--- src/design/tsc_pkg.sv ---
package tsc_pkg;

    ////////////////////////////////////////////////////////////////////////////
    // Widths
    localparam int WORD_W    = 16;
    localparam int REG_IDX_W = 2;
    localparam int IMM_W     = 8;
    localparam int NUM_REGS  = 4;

    typedef logic [WORD_W-1:0]    word_t;
    typedef logic [REG_IDX_W-1:0] reg_idx_t;

    ////////////////////////////////////////////////////////////////////////////
    // Opcodes and R-type function codes
    localparam logic [3:0] OP_RTYPE = 4'd15;
    localparam logic [3:0] OP_ADI   = 4'd4;
    localparam logic [3:0] OP_ORI   = 4'd5;
    localparam logic [3:0] OP_LHI   = 4'd6;

    localparam logic [5:0] FN_ADD = 6'd0;
    localparam logic [5:0] FN_SUB = 6'd1;
    localparam logic [5:0] FN_AND = 6'd2;
    localparam logic [5:0] FN_ORR = 6'd3;
    localparam logic [5:0] FN_NOT = 6'd4;
    localparam logic [5:0] FN_TCP = 6'd5;
    localparam logic [5:0] FN_SHL = 6'd6;
    localparam logic [5:0] FN_SHR = 6'd7;
    localparam logic [5:0] FN_WWD = 6'd28;
    localparam logic [5:0] FN_HLT = 6'd29;

    typedef enum logic [3:0] {
        ALU_ADD, ALU_SUB, ALU_AND, ALU_ORR,
        ALU_NOT, ALU_TCP, ALU_SHL, ALU_SHR,
        ALU_ADI, ALU_ORI, ALU_LHI, ALU_PASS_A
    } alu_op_t;

    // One instruction word, two views
    typedef union packed {
        struct packed {
            logic [3:0] opcode;
            reg_idx_t   rs;
            reg_idx_t   rt;
            reg_idx_t   rd;
            logic [5:0] funct;
        } r_fmt;
        struct packed {
            logic [3:0]       opcode;
            reg_idx_t         rs;
            reg_idx_t         rt;
            logic [IMM_W-1:0] imm;
        } i_fmt;
    } instr_t;

    ////////////////////////////////////////////////////////////////////////////
    // Pipeline registers
    typedef struct packed {
        logic     valid;
        alu_op_t  alu_op;
        reg_idx_t rs;
        reg_idx_t rt;
        word_t    operand_a;
        word_t    operand_b;
        word_t    imm;        // Already extended
        logic     use_imm;
        reg_idx_t dest;
        logic     reg_write;
        logic     wwd;
        logic     halt;
    } id_ex_t;

    typedef struct packed {
        logic     valid;
        word_t    result;
        reg_idx_t dest;
        logic     reg_write;
        logic     wwd;
        logic     halt;
    } ex_wb_t;

    typedef struct packed {
        logic     we;
        reg_idx_t dest;
        word_t    data;
    } wb_t;

endpackage

--- src/design/tsc_regfile.sv ---
module tsc_regfile #(
    parameter int REG_COUNT = tsc_pkg::NUM_REGS
) (
    input  logic              clk,
    input  logic              reset_n,
    input  tsc_pkg::reg_idx_t rs_idx,
    input  tsc_pkg::reg_idx_t rt_idx,
    input  tsc_pkg::wb_t      wb,
    output tsc_pkg::word_t    rs_data,
    output tsc_pkg::word_t    rt_data
);
    import tsc_pkg::*;

    word_t regs [REG_COUNT];

    // Same-cycle write is passed straight to the reader
    function automatic word_t read_port(input reg_idx_t idx);
        word_t value;
        if (wb.we && wb.dest == idx) begin
            value = wb.data;
        end else begin
            value = regs[idx];
        end
        return value;
    endfunction

    always_comb begin
        rs_data = read_port(rs_idx);
        rt_data = read_port(rt_idx);
    end

    always_ff @(posedge clk) begin
        if (reset_n) begin
            for (int i = 0; i < REG_COUNT; i++) begin
                regs[i] <= '0;
            end
        end else if (wb.we) begin
            regs[wb.dest] <= wb.data;
        end
    end

endmodule

--- src/design/tsc_decoder.sv ---
module tsc_decoder (
    input  logic              clk,
    input  logic              reset_n,
    input  logic              inst_valid,
    input  tsc_pkg::instr_t   inst,
    input  logic              kill,
    input  tsc_pkg::word_t    rs_data,
    input  tsc_pkg::word_t    rt_data,
    output tsc_pkg::reg_idx_t rs_idx,
    output tsc_pkg::reg_idx_t rt_idx,
    output tsc_pkg::id_ex_t   id_ex
);
    import tsc_pkg::*;

    id_ex_t dec;

    // rs and rt sit at the same bits in both formats
    assign rs_idx = inst.r_fmt.rs;
    assign rt_idx = inst.r_fmt.rt;

    always_comb begin
        dec           = '0;
        dec.valid     = inst_valid & ~kill;
        dec.alu_op    = ALU_PASS_A;
        dec.rs        = inst.r_fmt.rs;
        dec.rt        = inst.r_fmt.rt;
        dec.operand_a = rs_data;
        dec.operand_b = rt_data;

        if (inst.r_fmt.opcode == OP_RTYPE) begin
            dec.dest      = inst.r_fmt.rd;
            dec.reg_write = 1'b1;
            case (inst.r_fmt.funct)
                FN_ADD:  dec.alu_op = ALU_ADD;
                FN_SUB:  dec.alu_op = ALU_SUB;
                FN_AND:  dec.alu_op = ALU_AND;
                FN_ORR:  dec.alu_op = ALU_ORR;
                FN_NOT:  dec.alu_op = ALU_NOT;
                FN_TCP:  dec.alu_op = ALU_TCP;
                FN_SHL:  dec.alu_op = ALU_SHL;
                FN_SHR:  dec.alu_op = ALU_SHR;
                FN_WWD: begin
                    dec.reg_write = 1'b0;
                    dec.wwd       = 1'b1;
                end
                FN_HLT: begin
                    dec.reg_write = 1'b0;
                    dec.halt      = 1'b1;
                end
                default: dec.reg_write = 1'b0; // Retires as a no-op
            endcase
        end else begin
            dec.dest    = inst.i_fmt.rt;
            dec.use_imm = 1'b1;
            case (inst.i_fmt.opcode)
                OP_ADI: begin
                    dec.alu_op    = ALU_ADI;
                    dec.imm       = {{(WORD_W-IMM_W){inst.i_fmt.imm[IMM_W-1]}}, inst.i_fmt.imm};
                    dec.reg_write = 1'b1;
                end
                OP_ORI: begin
                    dec.alu_op    = ALU_ORI;
                    dec.imm       = {{(WORD_W-IMM_W){1'b0}}, inst.i_fmt.imm};
                    dec.reg_write = 1'b1;
                end
                OP_LHI: begin
                    dec.alu_op    = ALU_LHI;
                    dec.imm       = {inst.i_fmt.imm, {(WORD_W-IMM_W){1'b0}}};
                    dec.reg_write = 1'b1;
                end
                default: dec.use_imm = 1'b0;
            endcase
        end
    end

    always_ff @(posedge clk) begin
        id_ex <= dec;
        if (reset_n) begin
            id_ex.valid <= 1'b0;
        end
    end

endmodule

--- src/design/tsc_execute.sv ---
module tsc_execute (
    input  logic            clk,
    input  logic            reset_n,
    input  logic            kill,
    input  tsc_pkg::id_ex_t id_ex,
    output tsc_pkg::ex_wb_t ex_wb
);
    import tsc_pkg::*;

    word_t  fwd_a;
    word_t  fwd_b;
    word_t  alu_b;
    word_t  result;
    logic   wb_live;
    ex_wb_t nxt;

    ////////////////////////////////////////////////////////////////////////////
    // Forwarding from the instruction one ahead
    assign wb_live = ex_wb.valid & ex_wb.reg_write;

    always_comb begin
        fwd_a = id_ex.operand_a;
        fwd_b = id_ex.operand_b;
        if (wb_live && ex_wb.dest == id_ex.rs) begin
            fwd_a = ex_wb.result;
        end
        if (wb_live && ex_wb.dest == id_ex.rt) begin
            fwd_b = ex_wb.result;
        end
    end

    assign alu_b = id_ex.use_imm ? id_ex.imm : fwd_b;

    ////////////////////////////////////////////////////////////////////////////
    // ALU, overflow dropped
    always_comb begin
        case (id_ex.alu_op)
            ALU_ADD,
            ALU_ADI:    result = fwd_a + alu_b;
            ALU_SUB:    result = fwd_a - alu_b;
            ALU_AND:    result = fwd_a & alu_b;
            ALU_ORR,
            ALU_ORI:    result = fwd_a | alu_b;
            ALU_NOT:    result = ~fwd_a;
            ALU_TCP:    result = ~fwd_a + word_t'(1);
            ALU_SHL:    result = fwd_a << 1;
            ALU_SHR:    result = word_t'($signed(fwd_a) >>> 1); // Keeps sign bit
            ALU_LHI:    result = alu_b;
            ALU_PASS_A: result = fwd_a;                         // WWD value
            default:    result = fwd_a;
        endcase
    end

    always_comb begin
        nxt.valid     = id_ex.valid & ~kill;
        nxt.result    = result;
        nxt.dest      = id_ex.dest;
        nxt.reg_write = id_ex.reg_write;
        nxt.wwd       = id_ex.wwd;
        nxt.halt      = id_ex.halt;
    end

    always_ff @(posedge clk) begin
        ex_wb <= nxt;
        if (reset_n) begin
            ex_wb.valid <= 1'b0;
        end
    end

endmodule

--- src/design/tsc_pipe_ctrl.sv ---
module tsc_pipe_ctrl (
    input  logic            clk,
    input  logic            reset_n,
    input  tsc_pkg::ex_wb_t ex_wb,
    output logic            kill,
    output logic            is_halted,
    output tsc_pkg::word_t  num_inst
);
    import tsc_pkg::*;

    typedef enum logic {
        RUN,
        HALTED
    } state_t;

    state_t state;
    state_t state_next;
    logic   halt_retire;

    assign halt_retire = ex_wb.valid & ex_wb.halt;

    always_comb begin
        state_next = state;
        case (state)
            RUN:     if (halt_retire) state_next = HALTED;
            HALTED:  state_next = HALTED;  // Left only by reset
            default: state_next = RUN;
        endcase
    end

    always_ff @(posedge clk) begin
        if (reset_n) begin
            state <= RUN;
        end else begin
            state <= state_next;
        end
    end

    // Squash everything younger than the HLT
    assign kill      = halt_retire | (state == HALTED);
    assign is_halted = (state == HALTED);

    ////////////////////////////////////////////////////////////////////////////
    // Retired count, HLT included
    always_ff @(posedge clk) begin
        if (reset_n) begin
            num_inst <= '0;
        end else if (ex_wb.valid) begin
            num_inst <= num_inst + word_t'(1);
        end
    end

endmodule

--- src/design/tsc_core.sv ---
module tsc_core #(
    parameter int REG_COUNT = tsc_pkg::NUM_REGS
) (
    input  logic           clk,
    input  logic           reset_n,
    input  logic           inst_valid,
    input  tsc_pkg::word_t inst,
    output logic           out_valid,
    output tsc_pkg::word_t output_port,
    output tsc_pkg::word_t num_inst,
    output logic           is_halted
);
    import tsc_pkg::*;

    reg_idx_t rs_idx;
    reg_idx_t rt_idx;
    word_t    rs_data;
    word_t    rt_data;
    id_ex_t   id_ex;
    ex_wb_t   ex_wb;
    wb_t      wb;
    logic     kill;

    tsc_decoder tsc_decoder_inst (
        .clk        (clk),
        .reset_n    (reset_n),
        .inst_valid (inst_valid),
        .inst       (instr_t'(inst)),
        .kill       (kill),
        .rs_data    (rs_data),
        .rt_data    (rt_data),
        .rs_idx     (rs_idx),
        .rt_idx     (rt_idx),
        .id_ex      (id_ex)
    );

    tsc_regfile #(
        .REG_COUNT (REG_COUNT)
    ) tsc_regfile_inst (
        .clk     (clk),
        .reset_n (reset_n),
        .rs_idx  (rs_idx),
        .rt_idx  (rt_idx),
        .wb      (wb),
        .rs_data (rs_data),
        .rt_data (rt_data)
    );

    tsc_execute tsc_execute_inst (
        .clk     (clk),
        .reset_n (reset_n),
        .kill    (kill),
        .id_ex   (id_ex),
        .ex_wb   (ex_wb)
    );

    tsc_pipe_ctrl tsc_pipe_ctrl_inst (
        .clk       (clk),
        .reset_n   (reset_n),
        .ex_wb     (ex_wb),
        .kill      (kill),
        .is_halted (is_halted),
        .num_inst  (num_inst)
    );

    // Writeback
    assign wb.we   = ex_wb.valid & ex_wb.reg_write;
    assign wb.dest = ex_wb.dest;
    assign wb.data = ex_wb.result;

    ////////////////////////////////////////////////////////////////////////////
    // Output port, loaded when a WWD retires
    always_ff @(posedge clk) begin
        if (reset_n) begin
            out_valid   <= 1'b0;
            output_port <= '0;
        end else begin
            out_valid <= ex_wb.valid & ex_wb.wwd;
            if (ex_wb.valid && ex_wb.wwd) begin
                output_port <= ex_wb.result;
            end
        end
    end

endmodule

--- config.mk ---
export PLATFORM = sky130hd
export DESIGN_NAME = tsc_core
export DESIGN_NICKNAME = d
export VERILOG_FILES = /design/src/design/tsc_pkg.sv /design/src/design/tsc_regfile.sv /design/src/design/tsc_decoder.sv /design/src/design/tsc_execute.sv /design/src/design/tsc_pipe_ctrl.sv /design/src/design/tsc_core.sv
export SDC_FILE = /design/constraint.sdc
export NUM_CORES = 1
export LEC_CHECK = 0
export BUFFER_PORTS_ARGS = -buffer_cell sky130_fd_sc_hd__buf_2
export CAP_MARGIN = 20
export CORE_MARGIN = 1.5
export CORE_UTILIZATION = 45
export DETAILED_ROUTE_END_ITERATION = 10
export GPL_TIMING_DRIVEN = 0
export PLACE_DENSITY = 0.68
export RECOVER_POWER = 100
export SYNTH_ARGS = -nofsm -noshare
export SYNTH_HDL_FRONTEND = slang
export SYNTH_SLANG_ARGS = --single-unit
--- constraint.sdc ---
create_clock -name clk -period 8.8 [get_ports clk]
set_input_delay 1.32 -clock clk [delete_from_list [all_inputs] [get_ports clk]]
set_output_delay 1.32 -clock clk [all_outputs]
set_load 0.02 [all_outputs]
Word-level counts from Yosys, hierarchy flattened
Memories as Yosys holds them, arrays and structs flattened.
Cells that the tools add are included.
{"block": "classes", "add_sub_neg": 4, "n_mul": 0, "div": 0, "magnitude_cmp": 0, "eq_ne": 27, "shift": 0, "n_mux": 25, "bitwise": 11, "reduce_logical": 12}
{"op": "case mux 16 bit (9 select lines)", "count": 1}
{"op": "2-to-1 mux 16 bit", "count": 6}
{"op": "case mux 16 bit (3 select lines)", "count": 1}
{"op": "adder 16 x 1 -> 16 bit, second input constant", "count": 2}
{"op": "case mux 4 bit (8 select lines)", "count": 1}
{"op": "equality test 4 x 3 -> 1 bit, second input constant", "count": 7}
{"op": "equality test 6 x 3 -> 1 bit, second input constant", "count": 4}
{"op": "adder 16 bit", "count": 1}
{"op": "bitwise AND 16 bit", "count": 1}
{"op": "equality test 4 bit, second input constant", "count": 4}
{"op": "inverter 16 bit", "count": 1}
{"op": "OR 16 bit", "count": 1}
{"op": "OR reduction 16 bit", "count": 1}
{"op": "subtractor 16 bit", "count": 1}
{"op": "equality test 6 x 2 -> 1 bit, second input constant", "count": 2}
{"op": "equality test 6 x 5 -> 1 bit, second input constant", "count": 2}
{"op": "2-to-1 mux 1 bit", "count": 11}
{"op": "equality test 2 bit", "count": 4}
{"op": "equality test 4 x 2 -> 1 bit, second input constant", "count": 2}
{"op": "OR reduction 8 bit", "count": 1}
{"op": "equality test 6 x 1 -> 1 bit, second input constant", "count": 1}
{"op": "zero test 6 bit", "count": 1}
{"op": "case mux 2 bit (3 select lines)", "count": 1}
{"op": "bitwise AND 1 bit", "count": 5}
{"op": "11 further kinds", "count": 17}
{"block": "totals", "regBits": 119, "latchBits": 0, "ram_bits": 64, "mem_bits_ro": 0, "inputBits": 19, "output_inout_bits": 34, "elab_cells": 102, "mem_count": 1}
{"memory": "tsc_regfile_inst.regs", "depth": 4, "word_bits": 16, "rd": 2, "rd_clocked_by_memory_dff": 0, "wr": 4, "line": "tsc_regfile.sv:14", "text": "word_t regs [REG_COUNT];"}

Depth between registers and ports, before layout
{"block": "logic_depth", "word_depth": 6, "ltp_mapped": 19, "ltp_nobuf": 17}

Hierarchy
A second synthesis with hierarchy kept.
{"block": "hier_totals", "cells_unflattened": 1024, "area_unflattened_um2": 10827.9}
{"mod": "tsc_regfile", "n_inst": 1, "cells_each": 221, "area_each_um2": 3812.4, "seq_area_each_um2": 1921.8}
{"mod": "tsc_execute", "n_inst": 1, "cells_each": 519, "area_each_um2": 3793.6, "seq_area_each_um2": 440.4}
{"mod": "tsc_decoder", "n_inst": 1, "cells_each": 119, "area_each_um2": 1605.3, "seq_area_each_um2": 1261.2}
{"mod": "tsc_core", "n_inst": 1, "cells_each": 78, "area_each_um2": 809.5, "seq_area_each_um2": 340.3}
{"mod": "tsc_pipe_ctrl", "n_inst": 1, "cells_each": 87, "area_each_um2": 807.0, "seq_area_each_um2": 340.3}

Least setup slack after synthesis
OpenSTA, ideal clock, no wires.
{"block": "synth_timing", "path_kind": "flip-flop to flip-flop", "from": "reg tsc_execute_inst.ex_wb[3] (netlist name)", "to": "reg tsc_execute_inst.ex_wb[17] (netlist name)", "setup_time_ns": 0.115, "t_arrival_ns": 4.056, "t_required_ns": 8.685, "path_slack_ns": 4.630, "path_stages_with_launch": 19, "path_buffers": 1, "path_cell_list": "dfxtp_1 buf_6 xor2_2 nor3_2 mux2_2 mux2i_4 ha_1 and3_1 nor2_1 xnor2_1 ha_1 or3_1 a2111o_1 a31oi_1 o21ai_0 mux2i_1 a221oi_2 a21oi_1 o21a_1"}

==> impl_metrics.toml <==
[sta]
finalCritPeriodShare_pct = 65.4
rsz0062_at_grt = "no"
finalMaxSlewViolations = 0
setup_slack_ns = 3.04
setup_violations = 0
worst_pin_slew_ns = 1.21
max_freq_ghz = 0.174
clock_skew_ns = 0.00820
hold_violations = 0
period_needed_ns = 5.76
slew_headroom_pct = 19.4
fin_tns_setup_ns = 0

[setup_path]
cp-end-kind = "flop"
cp-start-kind = "flop"
path_buf_inv = 4
rrSetupSlack_ns = 3.04
worstSetupPathType = "reg2reg"
path_cells = "and2_1 > clkbuf_1 > nand3_1 > clkbuf_1 > clkbuf_1 > mux2i_1 > ha_1 > inv_1 > fa_1 > a21o_1 > a2111o_1 > a31oi_1 > o21ai_0 > mux2i_1 > a221oi_1 > a21oi_1 > o21a_1"
r2r_cells = 17
cp_data_arrival_time_ns = 6.08
crit_family = "compound AO/OA/AOI/OAI gates"
cp_slowest_stage_delay_ns = 0.70
r2r_end = "tsc_execute_inst.ex_wb[17]"
crit_top_cell = "clkbuf_1"
worstPathRequired_ns = 9.12
cp_slowest_cell = "clkbuf_1"
crit_fanout = 10
r2r-start = "tsc_execute_inst.ex_wb[2]"

[yosys]
yosysTopAreaCell = "dfxtp_1"
seq_area_frac_synth_pct = 42.5
synthFlopType = "dfxtp_1"
syn_inst = 983
async_flop_share_pct = 0
synthesis.area_um2 = 10100
yosys_warnings = 0
netlist.area_leader.share_pct = 23.5
yosys_register_bits = 183
synthTopCellsByArea = "dfxtp_1 24%, edfxtp_1 19%, mux4_2 7.1%"
synth.distinct_cells = 80
synth.net_count = 1023
synth_edf_count = 64
syn_area_per_cell_um2 = 10.3

[floorplanning]
dieArea_um2 = 23400
start_util_pct = 46.1
coreArea_um2 = 22000
die_w_um = 153
die_y_um = 153
design.portCount = 53
row_count = 54

[power]
power_density_nw_per_um2 = 183
ir_drop_mv = 0.107
power_mw = 2.05
p_leak_nw = 4.24

[routing]
routed_wl_mm = 25.1
num_vias = 7728
drt_iter0_markers = 585
dr.pass1.iters = 5
wl_per_cell_um = 18.6
vias_per_cell = 5.74
drtAntennaViolNets = 0
drc = 0

[clock_tree]
cts_tree = "yes"
cts_root_buf = "clkbuf_16"
postCtsHoldBufs = 0
insertion_delay_ns = 0.43
ctsHtreeMaxLevel = 4
path_clk_slew_ns = 0.07
clock_path_buffers = 2
cts.sinks = 183
cts_buffers = 17
post_cts_resize_count = 0
postCtsSetupRepairBufs = 0

[global_routing]
grt_usage_pct = 21.9
overflow = 0
antenna_found_initial = 0
grt_pass1_vias = 7417
grt_pass1_wl_mm = 40.4
grt_max_degree = 17

[cells_and_area]
final_area_um2 = 11200
final_common_cell = "dfxtp_1"
synthToLayoutAreaGrowth_pct = 10.9
diodes = 0
layout.nets = 1094
fill_cells = 2019
drive_gt1_share_pct = 14.5
final_core_util_pct = 51.1
layout_common_cells = "119 x dfxtp_1, 98 x clkbuf_1, 71 x nand2_1, 66 x nor2_1, 64 x edfxtp_1"

[outcome]
status = "finished clean"

[hold_path]
holdCritPathClass = "reg2reg"
hold_start = "tsc_decoder_inst.id_ex[4]"
min_to = "tsc_execute_inst.ex_wb[4]"
holdPathStages = 0

[flow_run]
cap_violations = 0

[placed_design]
pre_cts_ws_ns = 3.84
gp_congestion = 0.957
dp_hpwl_mm = 19.4
placed_cell_area_um2 = 10700
io_buffers = 51
## flip-flops by register name, summed over array words and instances, names as in the netlist
register and count:
tsc_regfile_inst.regs 64, out_valid 1, tsc_decoder_inst.id_ex 63, tsc_execute_inst.ex_wb 22
tsc_pipe_ctrl_inst.num_inst 16, output_port 16, tsc_pipe_ctrl_inst.is_halted 1
## worst max-delay path by stage
stage / end / depth (start not counted) / from / slack (ns)
3_5_place_dp: tsc_execute_inst.ex_wb[17] / 18 / tsc_execute_inst.ex_wb[21] / 3.84
6_report: tsc_execute_inst.ex_wb[17] / 17 / tsc_execute_inst.ex_wb[2] / 3.04
3_3_place_gp: tsc_execute_inst.ex_wb[17] / 18 / tsc_execute_inst.ex_wb[21] / 3.86
4_1_cts: tsc_execute_inst.ex_wb[17] / 18 / tsc_execute_inst.ex_wb[21] / 3.82
5_1_grt: tsc_execute_inst.ex_wb[17] / 17 / tsc_execute_inst.ex_wb[2] / 2.66
2_1_floorplan: tsc_execute_inst.ex_wb[17] / 18 / tsc_execute_inst.ex_wb[3] / 4.63
## metal layers
layer | GRT usage (%) | up-vias | share of wire, %
met1 | 30.2 | 3705 | 46
met3 | 3.35 | 46 | 4.7
met4 | 8.03 | 0 | 2.8
met5 | 0 | - | 0
li1 | - | 3734 | -
met2 | 34.9 | 243 | 46
## stage by stage
| step | hold slack [ns] | cells |
|---|---|---|
| 6_report | 0.330 | 1347 |
| 3_5_place_dp | 0.315 | 1314 |
| 5_1_grt | 0.350 | 1347 |
| 4_1_cts | 0.331 | 1346 |
| 3_3_place_gp | 0.311 | 1314 |
| 2_1_floorplan | 0.310 | 983 |
## worst register-to-register path, stage by stage (launching register included)
cell and delay [ns]:
dfxtp_1 0.34, and2_1 0.16, clkbuf_1 0.19, nand3_1 0.32, clkbuf_1 0.70, clkbuf_1 0.59
mux2i_1 0.64, ha_1 0.30, inv_1 0.06, fa_1 0.44, a21o_1 0.22, a2111o_1 0.46
a31oi_1 0.23, o21ai_0 0.19, mux2i_1 0.18, a221oi_1 0.33, a21oi_1 0.11, o21a_1 0.19
## final cells by class
type,count,area (um2),share of cell area [%]
Buffer,69,302,2.68
Clock buffer,22,475,4.23
Clock inverter,10,96.3,0.858
Inverter,22,82.6,0.735
Multi-Input combinational cell,709,5410,48.2
Sequential cell,183,4300,38.3
Tap cell,280,350,3.12
Timing Repair Buffer,52,210,1.87
## where the power goes
part	internal, mW	switching [mW]
registers	0.914	0.0311
clock network	0.415	0.313
logic	0.154	0.224
## logic make-up after synthesis
| kind of cell | after synthesis | synth area share, % |
|---|---|---|
| flip-flops | 183 | 42.5 |
| buffers and inverters | 91 | 3.93 |
| adder cells (fa/ha/maj) | 21 | 2.67 |
| AND/OR/NAND/NOR | 331 | 17.6 |
| XOR/XNOR | 50 | 4.62 |
| multiplexers | 98 | 14.7 |
| AO/OA/AOI/OAI | 209 | 14.0 |
## cells in the mapped netlist, drive strengths merged (2+ instances only)
master     n
a21oi     54
o221ai     6
or3       10
o31ai     16
o21a      11
nand4     19
xor2      24
mux2i     29
a211oi     9
o21bai     2
a211o      6
clkbuf    48
a2111oi    2
a21o      10
nor4b      3
a32o       2
mux4      32
nand3     13
buf       21
dfxtp    119
and2      79
ha        20
nand2     72
xnor2     26
o211ai     3
nor2      66
a31oi     17
edfxtp    64
inv       21
and3      10
or4        5
o22ai     12
a221oi     7
mux2      37
nand2b     9
or2        6
a311oi     2
o21ai     38
nor2b     13
nor4       6
a2111o     2
nor3      16
Power figures use the tool's default switching activity.
